[src/common/pcs_rx_params.svh]
// Fixed lock thresholds and descrambler taps for the PCS receive path.
// Include this wherever the values are needed; no module parameters exist.
`ifndef PCS_RX_PARAMS_SVH
`define PCS_RX_PARAMS_SVH

// consecutive valid sync headers needed before block lock is declared
`define PCS_LOCK_GOOD_CNT 64

// headers per monitoring window once locked
`define PCS_BAD_SH_WINDOW 64

// invalid headers within one window that drop block lock
`define PCS_BAD_SH_MAX 16

// taps of the x^58 + x^39 + 1 self-synchronizing polynomial
`define PCS_SCR_TAP_A 39
`define PCS_SCR_TAP_B 58

`endif

[src/common/pcs_rx_pkg.sv]
// Shared types for the PCS receive path: the received block word, the
// control type codes, the sync header values and the XGMII lane characters.
package pcs_rx_pkg;

    // sync header values, 00 and 11 are invalid
    typedef enum logic [1:0] {
        SYNC_DATA = 2'b01,
        SYNC_CTRL = 2'b10
    } pcs_sync_e;

    // block type field of a control block
    typedef enum logic [7:0] {
        TYPE_C8    = 8'h1e,  // eight control characters
        TYPE_C4_S  = 8'h33,  // four control then start
        TYPE_S_D7  = 8'h78,  // start then seven data
        TYPE_T0    = 8'h87,  // terminate in lane 7
        TYPE_T1    = 8'h99,
        TYPE_T2    = 8'haa,
        TYPE_T3    = 8'hb4,
        TYPE_T4    = 8'hcc,
        TYPE_T5    = 8'hd2,
        TYPE_T6    = 8'he1,
        TYPE_T7    = 8'hff,  // terminate in lane 0
        TYPE_O_C4  = 8'h4b,  // ordered set then four control
        TYPE_C4_O  = 8'h2d,  // four control then ordered set
        TYPE_O_S   = 8'h66,  // ordered set then start
        TYPE_O_O   = 8'h55   // two ordered sets
    } pcs_type_e;

    // characters placed on control lanes
    typedef enum logic [7:0] {
        CHAR_IDLE  = 8'h07,
        CHAR_START = 8'hfb,
        CHAR_TERM  = 8'hfd,
        CHAR_SEQ   = 8'h9c
    } pcs_char_e;

    // control view: type byte on top of the 56-bit block payload
    typedef struct packed {
        pcs_type_e   type_code;
        logic [55:0] payload;
    } pcs_ctl_view_s;

    // one received 64-bit word, seen either as raw bytes or as a control block
    typedef union packed {
        logic [7:0][7:0] bytes;  // byte 7 is the most significant
        pcs_ctl_view_s   ctl;
    } pcs_block_u;

endpackage

[src/logic/pcs_block_lock.sv]
// Block lock monitor on the received sync headers. Lock rises after a run of
// valid headers and drops when too many invalid headers land in one window.
`include "pcs_rx_params.svh"

module pcs_block_lock (
    input  logic       clk,
    input  logic       i_rst,
    input  logic [1:0] i_sync,
    input  logic       i_vld,
    output logic       o_block_lock
);
    import pcs_rx_pkg::*;

    localparam int CNT_W = $clog2((`PCS_LOCK_GOOD_CNT > `PCS_BAD_SH_WINDOW) ?
                                  `PCS_LOCK_GOOD_CNT : `PCS_BAD_SH_WINDOW);
    localparam int BAD_W = $clog2(`PCS_BAD_SH_MAX);

    localparam logic [CNT_W-1:0] GOOD_LAST = CNT_W'(`PCS_LOCK_GOOD_CNT - 1);
    localparam logic [CNT_W-1:0] WIN_LAST  = CNT_W'(`PCS_BAD_SH_WINDOW - 1);
    localparam logic [BAD_W-1:0] BAD_LAST  = BAD_W'(`PCS_BAD_SH_MAX - 1);

    logic [CNT_W-1:0] hdr_cnt;  // good run while unlocked, window slot while locked
    logic [BAD_W-1:0] bad_cnt;  // invalid headers in current window
    logic             sh_valid;

    assign sh_valid = (i_sync == SYNC_DATA) || (i_sync == SYNC_CTRL);

    always_ff @(posedge clk) begin
        if (i_rst) begin
            o_block_lock <= 1'b0;
            hdr_cnt      <= '0;
            bad_cnt      <= '0;
        end else if (i_vld) begin
            if (!o_block_lock) begin
                if (!sh_valid) begin
                    hdr_cnt <= '0;  // run broken, start over
                end else if (hdr_cnt == GOOD_LAST) begin
                    o_block_lock <= 1'b1;
                    hdr_cnt      <= '0;  // first window starts with next header
                end else begin
                    hdr_cnt <= hdr_cnt + 1'b1;
                end
            end else begin
                if (!sh_valid && (bad_cnt == BAD_LAST)) begin
                    o_block_lock <= 1'b0;  // limit hit, back to searching
                    hdr_cnt      <= '0;
                    bad_cnt      <= '0;
                end else if (hdr_cnt == WIN_LAST) begin
                    hdr_cnt <= '0;  // window done below limit
                    bad_cnt <= '0;
                end else begin
                    hdr_cnt <= hdr_cnt + 1'b1;
                    if (!sh_valid) begin
                        bad_cnt <= bad_cnt + 1'b1;
                    end
                end
            end
        end
    end

endmodule

[src/logic/pcs_descrambler.sv]
// Self-synchronizing descrambler for x^58 + x^39 + 1, one block per cycle.
// The sync header is not scrambled and is only delayed next to its word.
`include "pcs_rx_params.svh"

module pcs_descrambler (
    input  logic                   clk,
    input  logic                   i_rst,
    input  pcs_rx_pkg::pcs_block_u i_data,
    input  logic [1:0]             i_sync,
    input  logic                   i_vld,
    output pcs_rx_pkg::pcs_block_u o_data,
    output logic [1:0]             o_sync,
    output logic                   o_vld
);
    import pcs_rx_pkg::*;

    localparam int HIST_W = `PCS_SCR_TAP_B;

    logic [HIST_W-1:0]    scr_hist;  // last received scrambled bits, msb newest
    logic [HIST_W+63:0]   stream;    // history below, current word on top
    logic [63:0]          descr;

    // bit i of the word sits at stream[HIST_W + i]
    always_comb begin
        stream = {i_data, scr_hist};
        for (int i = 0; i < 64; i++) begin
            descr[i] = stream[HIST_W + i]
                     ^ stream[HIST_W + i - `PCS_SCR_TAP_A]
                     ^ stream[HIST_W + i - `PCS_SCR_TAP_B];
        end
    end

    always_ff @(posedge clk) begin
        if (i_rst) begin
            scr_hist <= '0;
            o_vld    <= 1'b0;
        end else begin
            o_vld <= i_vld;
            if (i_vld) begin
                scr_hist <= stream[HIST_W+63 -: HIST_W];  // keep newest 58 bits
            end
        end
    end

    always_ff @(posedge clk) begin
        if (i_vld) begin
            o_data <= descr;
            o_sync <= i_sync;
        end
    end

endmodule

[src/decoder/pcs_decoder.sv]
// 64b/66b block decoder. Control blocks are rebuilt into eight lanes from the
// type byte, data blocks pass through; outputs are registered on the strobe.
module pcs_decoder (
    input  logic                   clk,
    input  logic                   i_rst,
    input  pcs_rx_pkg::pcs_block_u i_data,
    input  logic [1:0]             i_sync,
    input  logic                   i_vld,
    output pcs_rx_pkg::pcs_block_u o_data,
    output logic [7:0]             o_ctl,
    output logic                   o_vld
);
    import pcs_rx_pkg::*;

    logic [7:0][7:0] dec_lanes;  // lane 7 in the top byte
    logic [7:0]      dec_mask;   // bit k set marks lane k as control

    always_comb begin
        if (i_sync == SYNC_CTRL) begin
            case (i_data.ctl.type_code)
                TYPE_C8: begin
                    dec_lanes = {8{CHAR_IDLE}};
                    dec_mask  = 8'b1111_1111;
                end
                TYPE_C4_S: begin
                    dec_lanes = {{4{CHAR_IDLE}}, CHAR_START, i_data.bytes[2:0]};
                    dec_mask  = 8'b1111_1000;
                end
                TYPE_S_D7: begin
                    dec_lanes = {CHAR_START, i_data.bytes[6:0]};
                    dec_mask  = 8'b1000_0000;
                end
                TYPE_T0: begin
                    dec_lanes = {CHAR_TERM, {7{CHAR_IDLE}}};
                    dec_mask  = 8'b1111_1111;
                end
                TYPE_T1: begin
                    dec_lanes = {i_data.bytes[6], CHAR_TERM, {6{CHAR_IDLE}}};
                    dec_mask  = 8'b0111_1111;
                end
                TYPE_T2: begin
                    dec_lanes = {i_data.bytes[6:5], CHAR_TERM, {5{CHAR_IDLE}}};
                    dec_mask  = 8'b0011_1111;
                end
                TYPE_T3: begin
                    dec_lanes = {i_data.bytes[6:4], CHAR_TERM, {4{CHAR_IDLE}}};
                    dec_mask  = 8'b0001_1111;
                end
                TYPE_T4: begin
                    dec_lanes = {i_data.bytes[6:3], CHAR_TERM, {3{CHAR_IDLE}}};
                    dec_mask  = 8'b0000_1111;
                end
                TYPE_T5: begin
                    dec_lanes = {i_data.bytes[6:2], CHAR_TERM, {2{CHAR_IDLE}}};
                    dec_mask  = 8'b0000_0111;
                end
                TYPE_T6: begin
                    dec_lanes = {i_data.bytes[6:1], CHAR_TERM, CHAR_IDLE};
                    dec_mask  = 8'b0000_0011;
                end
                TYPE_T7: begin
                    dec_lanes = {i_data.bytes[6:0], CHAR_TERM};
                    dec_mask  = 8'b0000_0001;
                end
                TYPE_O_C4: begin
                    dec_lanes = {CHAR_SEQ, i_data.bytes[6:4], {4{CHAR_IDLE}}};
                    dec_mask  = 8'b1000_1111;
                end
                TYPE_C4_O: begin
                    dec_lanes = {{4{CHAR_IDLE}}, CHAR_SEQ, i_data.bytes[2:0]};
                    dec_mask  = 8'b1111_1000;
                end
                TYPE_O_S: begin
                    dec_lanes = {CHAR_SEQ, i_data.bytes[6:4],
                                 CHAR_START, i_data.bytes[2:0]};
                    dec_mask  = 8'b1000_1000;
                end
                TYPE_O_O: begin
                    dec_lanes = {CHAR_SEQ, i_data.bytes[6:4],
                                 CHAR_SEQ, i_data.bytes[2:0]};
                    dec_mask  = 8'b1000_1000;
                end
                default: begin
                    dec_lanes = '0;  // unknown type code
                    dec_mask  = '0;
                end
            endcase
        end else begin
            // data header, or an invalid one, goes through untouched
            dec_lanes = i_data.bytes;
            dec_mask  = '0;
        end
    end

    always_ff @(posedge clk) begin
        if (i_rst) begin
            o_vld <= 1'b0;
        end else begin
            o_vld <= i_vld;
        end
    end

    always_ff @(posedge clk) begin
        if (i_vld) begin
            o_data <= dec_lanes;
            o_ctl  <= dec_mask;
        end
    end

endmodule

[src/logic/pcs_rx_top.sv]
// Receive PCS top: block lock monitor, descrambler and block decoder.
// A block accepted at one edge leaves o_data and o_ctl two edges later.
module pcs_rx_top (
    input  logic                   clk,
    input  logic                   i_rst,
    input  pcs_rx_pkg::pcs_block_u i_data,
    input  logic [1:0]             i_sync,
    input  logic                   i_vld,
    output pcs_rx_pkg::pcs_block_u o_data,
    output logic [7:0]             o_ctl,
    output logic                   o_vld,
    output logic                   o_block_lock
);
    import pcs_rx_pkg::*;

    pcs_block_u desc_data;  // descrambled word
    logic [1:0] desc_sync;  // header delayed with it
    logic       desc_vld;

    // lock watches the raw headers, not the delayed ones
    pcs_block_lock pcs_block_lock_i (
        .clk          (clk),
        .i_rst        (i_rst),
        .i_sync       (i_sync),
        .i_vld        (i_vld),
        .o_block_lock (o_block_lock)
    );

    pcs_descrambler pcs_descrambler_i (
        .clk    (clk),
        .i_rst  (i_rst),
        .i_data (i_data),
        .i_sync (i_sync),
        .i_vld  (i_vld),
        .o_data (desc_data),
        .o_sync (desc_sync),
        .o_vld  (desc_vld)
    );

    pcs_decoder pcs_decoder_i (
        .clk    (clk),
        .i_rst  (i_rst),
        .i_data (desc_data),
        .i_sync (desc_sync),
        .i_vld  (desc_vld),
        .o_data (o_data),
        .o_ctl  (o_ctl),
        .o_vld  (o_vld)
    );

endmodule

[config.mk]
export PLATFORM = sky130hd
export DESIGN_NAME = pcs_rx_top
export DESIGN_NICKNAME = d
export VERILOG_FILES = /design/src/common/pcs_rx_pkg.sv /design/src/logic/pcs_block_lock.sv /design/src/logic/pcs_descrambler.sv /design/src/decoder/pcs_decoder.sv /design/src/logic/pcs_rx_top.sv
export VERILOG_INCLUDE_DIRS = /design/src /design/src/common
export SDC_FILE = /design/constraint.sdc
export NUM_CORES = 1
export LEC_CHECK = 0
export ABC_AREA = 1
export BUFFER_PORTS_ARGS = -buffer_cell sky130_fd_sc_hd__buf_2
export CORE_UTILIZATION = 43
export DETAILED_ROUTE_END_ITERATION = 10
export MAX_ROUTING_LAYER = met4
export SLEW_MARGIN = 10
export SYNTH_ARGS = -nofsm -noshare
export SYNTH_HDL_FRONTEND = slang
export SYNTH_SLANG_ARGS = --single-unit
[constraint.sdc]
create_clock -name clk -period 3.3 [get_ports clk]
set_clock_uncertainty 0.1 [all_clocks]
set_input_delay 0.165 -clock clk [delete_from_list [all_inputs] [get_ports clk]]
set_output_delay 0.165 -clock clk [all_outputs]
set_load 0.05 [all_outputs]
[After elaboration in Yosys (flattened, before gate mapping)]
Index checks and enable logic that the tools add are counted.
Word-level totals
  register bits: 209
  bits of input ports: 69
Cells by class
  mux-type cells: 14
  bitwise logic cells: 128
  equality and inequality tests: 21
  reduce and logical (&&, ||, !) cells: 7
  add/sub/neg operators: 2
Operators by type and width (count)
  64-bit one-hot mux with 15 select lines: 1
  1-bit XOR: 128
  8-bit one-hot mux with 12 select lines: 1
  8-bit equality test, second input constant: 8
  64-bit 2-to-1 mux: 1
  8-bit by 7-bit equality test with 1-bit output, second input constant: 4
  6-bit 2-to-1 mux: 4
  8-bit by 6-bit equality test with 1-bit output, second input constant: 2
  4-bit 2-to-1 mux: 3
  8-bit by 5-bit equality test with 1-bit output, second input constant: 1
  6-bit by 1-bit adder with 6-bit output, second input constant: 1
  6-bit equality test, second input constant: 1
  2-bit OR reduction: 3
  4-bit by 1-bit adder with 4-bit output, second input constant: 1
  2-bit equality test, second input constant: 2
  4-bit equality test, second input constant: 1
  1-bit 2-to-1 mux: 4
  3-bit inequality test, second input constant: 1
  3-bit AND reduction: 1
  2-bit by 1-bit equality test with 1-bit output, second input constant: 1
  1-bit logical AND: 1
  1-bit zero test: 1
  1-bit logical OR: 1

[Depth between registers and ports, before layout]
Gate-level depths: netlist (run 1).
  depth in word-level cells: 6
  depth in mapped cells: 12
  gate-level depth less buffers: 12

[Hierarchy]
A second synthesis (run 1) with hierarchy kept.
Unflattened totals
  cell total of the unflattened synthesis: 1870
  area, all modules: 12848.6 µm²
Modules (own cells, without submodules)
  pcs_descrambler: sequential area each 3163.0 µm², times used 1, area each 6162.2 µm², cells an instance 827
  pcs_decoder: sequential area each 2182.1 µm², times used 1, area each 6050.8 µm², cells an instance 951
  pcs_block_lock: sequential area each 220.2 µm², times used 1, area each 635.6 µm², cells an instance 92

[Worst setup path after synthesis (run 1)]
OpenSTA, ideal clock, no wires.
  kind: register -> register
  from: reg pcs_descrambler_i.o_vld
  to: reg pcs_decoder_i.o_ctl[0], enable pin
  library setup time: 0.437 ns
  buffers on the path: 0
  slack: 0.903 ns
  cell stages (with the launch flop): 1
  data arrival time: 1.861 ns
  period minus slack after synthesis: 2.397 ns
  cells stage by stage: dfxtp_1
RTL lines
  start, declared: line pcs_descrambler.sv:13  | output logic o_vld
  start signal, assigned: line pcs_descrambler.sv:38  | o_vld <= i_vld;
  end signal, assigned: line pcs_decoder.sv:106  | o_ctl <= dec_mask;
  end, declared: line pcs_decoder.sv:10  | output logic [7:0] o_ctl,
No word-level cell between the ends.

==> impl_metrics.yaml, run 1 <==
pwr:
  p_leak_nw: 6.60
  power_density_nw_per_um2: 500
  vdd_ir_drop_max_uv: 344
place:
  gp_congestion: 0.942
  place.port_buffers: 142
  post-dp-hpwl_mm: 29.1
hold_path:
  worst_hold_path.endpoint: "pcs_descrambler_i.o_data[58]"
  worstHoldPathType: "in -> reg"
  hold_path.startpoint: "i_data[0]"
  hold_depth: 2
sta:
  rsz0062_at_grt: "false"
  timing.final.max_slew_violations: 0
  highest_achievable_clock_rate_mhz: 390
  worst_slew_pin_slew_ps: 1030
  min_tclk_post_route_ps: 2560
  number_of_hold_violations_in_the_final_report: 0
  period_share: 0.777
  hold-worst-slack_ps: 13.2
  slew_headroom: 0.314
  fin_setup_tns_ps: 0
  setup_viol: 0
clock_tree:
  htree_levels: 1
  cts_tree: "done"
  clk_latency_ps: 540
  setup_fix_bufs_post_cts: 0
  clock-sinks: 209
  clk_pin_slew_ps: 60
  clock-root-buffer: "clkbuf_16"
  cts_made_buffers: 24
  longest_clk_path_bufs: 3
drt:
  initialDrtViolationCount: 1095
  postRouteWirelength_mm: 40.7
  mean_number_of_vias_per_cell: 5.24
  antenna_violating_nets_post_route: 0
  wire_per_inst_um: 18.9
  vias: 11300
  drt-pass1-iter-count: 5
  drt_drc_violations_left: 0
floorplan:
  top_level_ports: 143
  die-height_um: 170
  floorplan.initialDensity: 0.438
  dieWidth_um: 170
  die_area_um2: 29000
  fp-row-count: 61
  core_region_area_um2: 27800
synth:
  number_of_enable_flip_flop_cells_after_synthesis: 138
  ys_ff_latch: 209
  synthMostInstantiatedCell: "nand2_1"
  mappedNetlistNets: 1646
  synth.cell_area_um2: 12200
  synth.top_cells.by_area: "edfxtp_1 34%, dfxtp_1 12%, nand2_1 11%, xnor2_1 9.2%, nor2_1 8.9%"
  synth_cell_types: 31
  yosys.area.top_type: "edfxtp_1"
  ys_async_rst_share: 0
  synthDominantCellAreaShare: 0.340
  post_synthesis_area_per_instance_um2: 7.73
  synthesis.instances: 1575
  yosysSeqAreaShare: 0.457
  synth_flop_cell: "edfxtp_1"
  synth_warn: 0
  synth.cells.most_frequent: "359 x nand2_1, 287 x nor2_1, 146 x nand3_1"
global_routing:
  global_route.overflow_total: 0
  antenna_found_initial: 0
  maximum_number_of_pins_on_one_net_before_global_route_repair: 91
  grtUsageTotal: 0.286
  first_global_vias: 9990
  grt_pass1_wl_mm: 60.1
worst_setup_path:
  setup.worst_path.end_class: "register"
  critPathLaunchType: "register"
  crit_start: "pcs_descrambler_i.o_data[63]"
  worst-endpoint-required_ps: 3590
  worst-endpoint-arrival_ps: 2850
  worst-r2r-cell-count: 10
  worstReg2RegEnd: "pcs_decoder_i.o_data[46]"
  timing.setup.critical_path_class: "reg -> reg"
  reg2reg_from: "pcs_descrambler_i.o_data[63]"
  r2r_setup_slack_ps: 740
  path_max_fanout: 25
status:
  outcome: "completed"
flow_run:
  cap_violations: 0
layout:
  synthToLayoutAreaGrowth_pct: 20.2
  final_nets: 1829
  post_route_cells_drive_above_1_share: 0.151
  final.fill_count: 2737
  diodes: 0
  final_core_utilization: 0.526
[placed cells by master (no fill, tap or decap)]
master	count
nor3_1	3
nand3_1	146
o21ai_1	25
clkinvlp_4	1
inv_6	3
ha_1	2
clkbuf_1	4
inv_1	99
edfxtp_1	138
nand3b_1	3
buf_4	16
nor2_1	286
nor2_2	14
nor2_8	2
clkbuf_16	24
clkinv_8	1
o21ai_0	84
clkinv_2	4
or2_2	2
nand2_2	16
xor2_1	3
clkinv_1	2
a22oi_1	1
clkbuf_8	2
nor2_4	13
a21oi_1	83
inv_2	14
a31oi_1	1
dfxtp_1	70
nand2_1	359
nand4_1	5
bufinv_16	2
nand2_8	1
clkinv_4	1
buf_2	141
xnor2_1	128
nand2_4	11
dfxtp_4	1
and2_1	1
dlygate4sd3_1	64
[critical path: stages, from the launching register on]
cell,delay [ps]
edfxtp_1,470
inv_1,110
nand2_1,220
nor2_2,630
nand2_2,110
buf_4,260
a21oi_1,170
nor2_1,50
nand3_1,60
nand2_1,80
nand2_1,140
[worst max path at each step]
stage,cells past startpoint,endpoint
2_1_floorplan,0,pcs_decoder_i.o_ctl[0]
6_report,10,pcs_decoder_i.o_data[46]
4_1_cts,10,pcs_decoder_i.o_data[46]
3_5_place_dp,9,pcs_decoder_i.o_data[27]
5_1_grt,11,pcs_decoder_i.o_ctl[1]
3_3_place_gp,10,pcs_decoder_i.o_data[46]
[through the flow]
stage	cell area [µm²]	power (mW)	std cells	worst slack (ps)
2_1_floorplan	12200	4.12	1575	903
3_3_place_gp	13200	4.60	2046	782
3_5_place_dp	13200	4.61	2046	806
4_1_cts	14600	7.33	2153	793
5_1_grt	14600	7.57	2154	561
6_report	14600	7.31	2154	737
[logic make-up after synthesis]
logic type / after synthesis / synth area share
buf+inv: 177 / 0.0582
compound gates: 194 / 0.0801
fa+ha+maj: 2 / 0.00206
simple gates: 862 / 0.308
flops: 209 / 0.457
xor+xnor: 131 / 0.0943
[state kept, by name, summed over array words and instances (netlist names)]
name / flops
pcs_decoder_i.o_data: 64
pcs_descrambler_i.o_data: 64
pcs_descrambler_i.scr_hist: 58
pcs_decoder_i.o_ctl: 8
pcs_block_lock_i.hdr_cnt: 6
pcs_block_lock_i.bad_cnt: 4
pcs_descrambler_i.o_sync: 2
pcs_block_lock_i.o_block_lock: 1
pcs_decoder_i.o_vld: 1
pcs_descrambler_i.o_vld: 1
[cell type report]
class	instances	area [µm²]	share of cell area
repair buffers	221	1470	0.100
clock buffers	30	643	0.0440
flip-flops and latches	209	5570	0.381
multi-input cells	1189	5900	0.404
inverters	113	424	0.0290
clock inverters	14	146	0.0100
well taps	378	473	0.0323
[timing repair]
action,4_1_cts,5_1_grt
endpoints found under the hold margin,82,1
gates resized for setup,0,0
hold buffers,63,1
[routing by layer]
layer | vias to the layer above | track usage | wire, µm | part of all wire
li1 | 5458 | - | - | -
met1 | 5264 | 0.405 | 18500 | 0.45
met2 | 504 | 0.422 | 17900 | 0.44
met3 | 67 | 0.0347 | 3050 | 0.075
met4 | 0 | 0.0928 | 1310 | 0.032
met5 | - | - | 0 | 0
[where the power goes]
part / switching [mW] / internal, mW / total, mW
Clock: 1.13 / 1.55 / 2.68
Combinational: 0.899 / 0.421 / 1.32
Sequential: 0.244 / 3.07 / 3.31
Power figures use the tool's default switching activity.
==> run 2: changes to the inputs <==
==> constraint.sdc (replaced) <==
create_clock -name clk -period 2.28 [get_ports clk]
set_clock_uncertainty 0.1 [all_clocks]
set_input_delay 0.114 -clock clk [delete_from_list [all_inputs] [get_ports clk]]
set_output_delay 0.114 -clock clk [all_outputs]
set_load 0.05 [all_outputs]
==> impl_metrics.yaml, run 2 (same netlist as run 1, synthesis figures left out) <==
hold_path:
  worst_hold_path.endpoint: "pcs_descrambler_i.o_sync[1]"
  worstHoldPathType: "in -> reg"
  hold_path.startpoint: "i_sync[1]"
  hold_depth: 2
clock_tree:
  cts_tree: "done"
  clk_latency_ps: 530
  cts_made_buffers: 24
  clk_pin_slew_ps: 60
  clock-sinks: 209
  longest_clk_path_bufs: 3
  htree_levels: 1
  clock-root-buffer: "clkbuf_16"
pwr:
  vdd_ir_drop_max_uv: 536
  power.sequential.fraction: 0.440
  power.switching_fraction: 0.303
  power.internal_mw: 7.55
  combinational_group_share_of_total_power: 0.186
  share_clk_of_total_power: 0.374
  p_leak_nw: 6.88
  power_density_nw_per_um2: 715
  switching_power_mw: 3.28
  total_power_mw: 10.8
global_routing:
  groute.layer.met2.usage: 0.448
  grt-busiest-layer: "met2"
  first_global_vias: 10300
  maximum_number_of_pins_on_one_net_before_global_route_repair: 70
  global_route.overflow_total: 0
  grt_pass1_wl_mm: 62.0
  grtUsageTotal: 0.293
  antenna_found_initial: 0
  met3_usage: 0.0302
  groute.layer.met1.usage: 0.414
flow_run:
  cap_violations: 0
worst_setup_path:
  worst-endpoint-required_ps: 2450
  reg2reg_from: "pcs_descrambler_i.o_data[58]"
  path_max_fanout: 10
  worstReg2RegEnd: "pcs_decoder_i.o_data[0]"
  worst-endpoint-arrival_ps: 2350
  r2r_setup_slack_ps: 100
  timing.setup.critical_path_class: "reg -> reg"
  worst-r2r-cell-count: 11
  setup.worst_path.end_class: "register"
  critPathLaunchType: "register"
sta:
  hold-worst-slack_ps: 229
  timing.final.max_slew_violations: 0
  highest_achievable_clock_rate_mhz: 458
  min_tclk_post_route_ps: 2180
  slew_headroom: 0.550
  worst_slew_pin_slew_ps: 674
  number_of_hold_violations_in_the_final_report: 0
  fin_setup_tns_ps: 0
  setup_ws_ps: 95.1
  rsz0062_at_grt: "false"
  setup_viol: 0
  period_share: 0.958
place:
  gp_congestion: 0.973
  post-dp-hpwl_mm: 29.4
  dpl_worst_slack_ps: 79.6
  place.port_buffers: 142
  numPlacedInstances: 2078
  postPlaceCellArea_um2: 13600
layout:
  final_nets: 1871
  final.fill_count: 2706
  reg.largest.list: "pcs_decoder_i.o_data x64, pcs_descrambler_i.o_data x64, pcs_descrambler_i.scr_hist x58"
  final_cells: 2196
  layout.cells.most_common: "nand2_1"
  final_cell_mix: "358 x nand2_1, 286 x nor2_1, 146 x nand3_1"
  synthToLayoutAreaGrowth_pct: 24.5
  final_core_utilization: 0.545
  diodes: 0
  stdcell_area_um2: 15100
  post_route_cells_drive_above_1_share: 0.173
drt:
  antenna_violating_nets_post_route: 0
  drt-pass1-iter-count: 5
  mean_number_of_vias_per_cell: 5.17
  postRouteWirelength_mm: 41.0
  drt_drc_violations_left: 0
  wire_per_inst_um: 18.7
  initialDrtViolationCount: 1150
  vias: 11400
floorplan:
  die-height_um: 170
  top_level_ports: 143
  dieWidth_um: 170
  fp-row-count: 61
  floorplan.initialDensity: 0.438
  die_area_um2: 29000
  core_region_area_um2: 27800
status:
  outcome: "completed"
[run 2: layout make-up]
cell class / count / area, µm² / area share
clock buffers: 28 / 667 / 0.0440
clock inverters: 16 / 173 / 0.0114
inverters: 113 / 424 / 0.0280
multi-input cells: 1189 / 5920 / 0.391
flip-flops and latches: 209 / 5570 / 0.368
well taps: 378 / 473 / 0.0312
repair buffers: 263 / 1920 / 0.127
[run 2: worst max-delay path, cell delays in order (launching register included)]
cell	delay [ps]
edfxtp_1	510
buf_4	200
nand2_4	110
nor2_8	80
nand2_4	170
nand2_8	110
nor2_4	150
nand2_2	120
nor2_2	150
nand2_1	90
nand2_1	60
nand2_1	70
[run 2: how the worst max path moves through the flow]
stage                                             from                       end
after detailed placement  pcs_descrambler_i.o_data[60]  pcs_decoder_i.o_data[57]
after global placement    pcs_descrambler_i.o_data[60]  pcs_decoder_i.o_data[57]
after floorplan           pcs_descrambler_i.o_data[59]  pcs_decoder_i.o_data[11]
after CTS                 pcs_descrambler_i.o_data[60]  pcs_decoder_i.o_data[57]
after global routing      pcs_descrambler_i.o_data[60]   pcs_decoder_i.o_data[8]
final                     pcs_descrambler_i.o_data[58]   pcs_decoder_i.o_data[0]
[run 2: layer usage]
layer | up-vias | part of all wire
li1 | 5538 | -
met1 | 5244 | 0.46
met2 | 518 | 0.45
met3 | 53 | 0.064
met4 | 0 | 0.024
met5 | - | 0
[run 2: timing repair]
action,4_1_cts,5_1_grt
endpoints found under the hold margin,101,1
setup endpoints to repair,0,15
setup buffers,0,6
hold buffers,67,1
resized for setup,0,6
[run 2: power groups by stage]
stage | Clock (mW) | Combinational [mW] | Sequential, mW
after floorplan | 0 | 0.984 | 4.98
after global placement | 0 | 1.87 | 4.84
after detailed placement | 0 | 1.87 | 4.85
after CTS | 4.12 | 1.96 | 4.77
after global routing | 4.28 | 2.16 | 4.80
final | 4.05 | 2.01 | 4.77
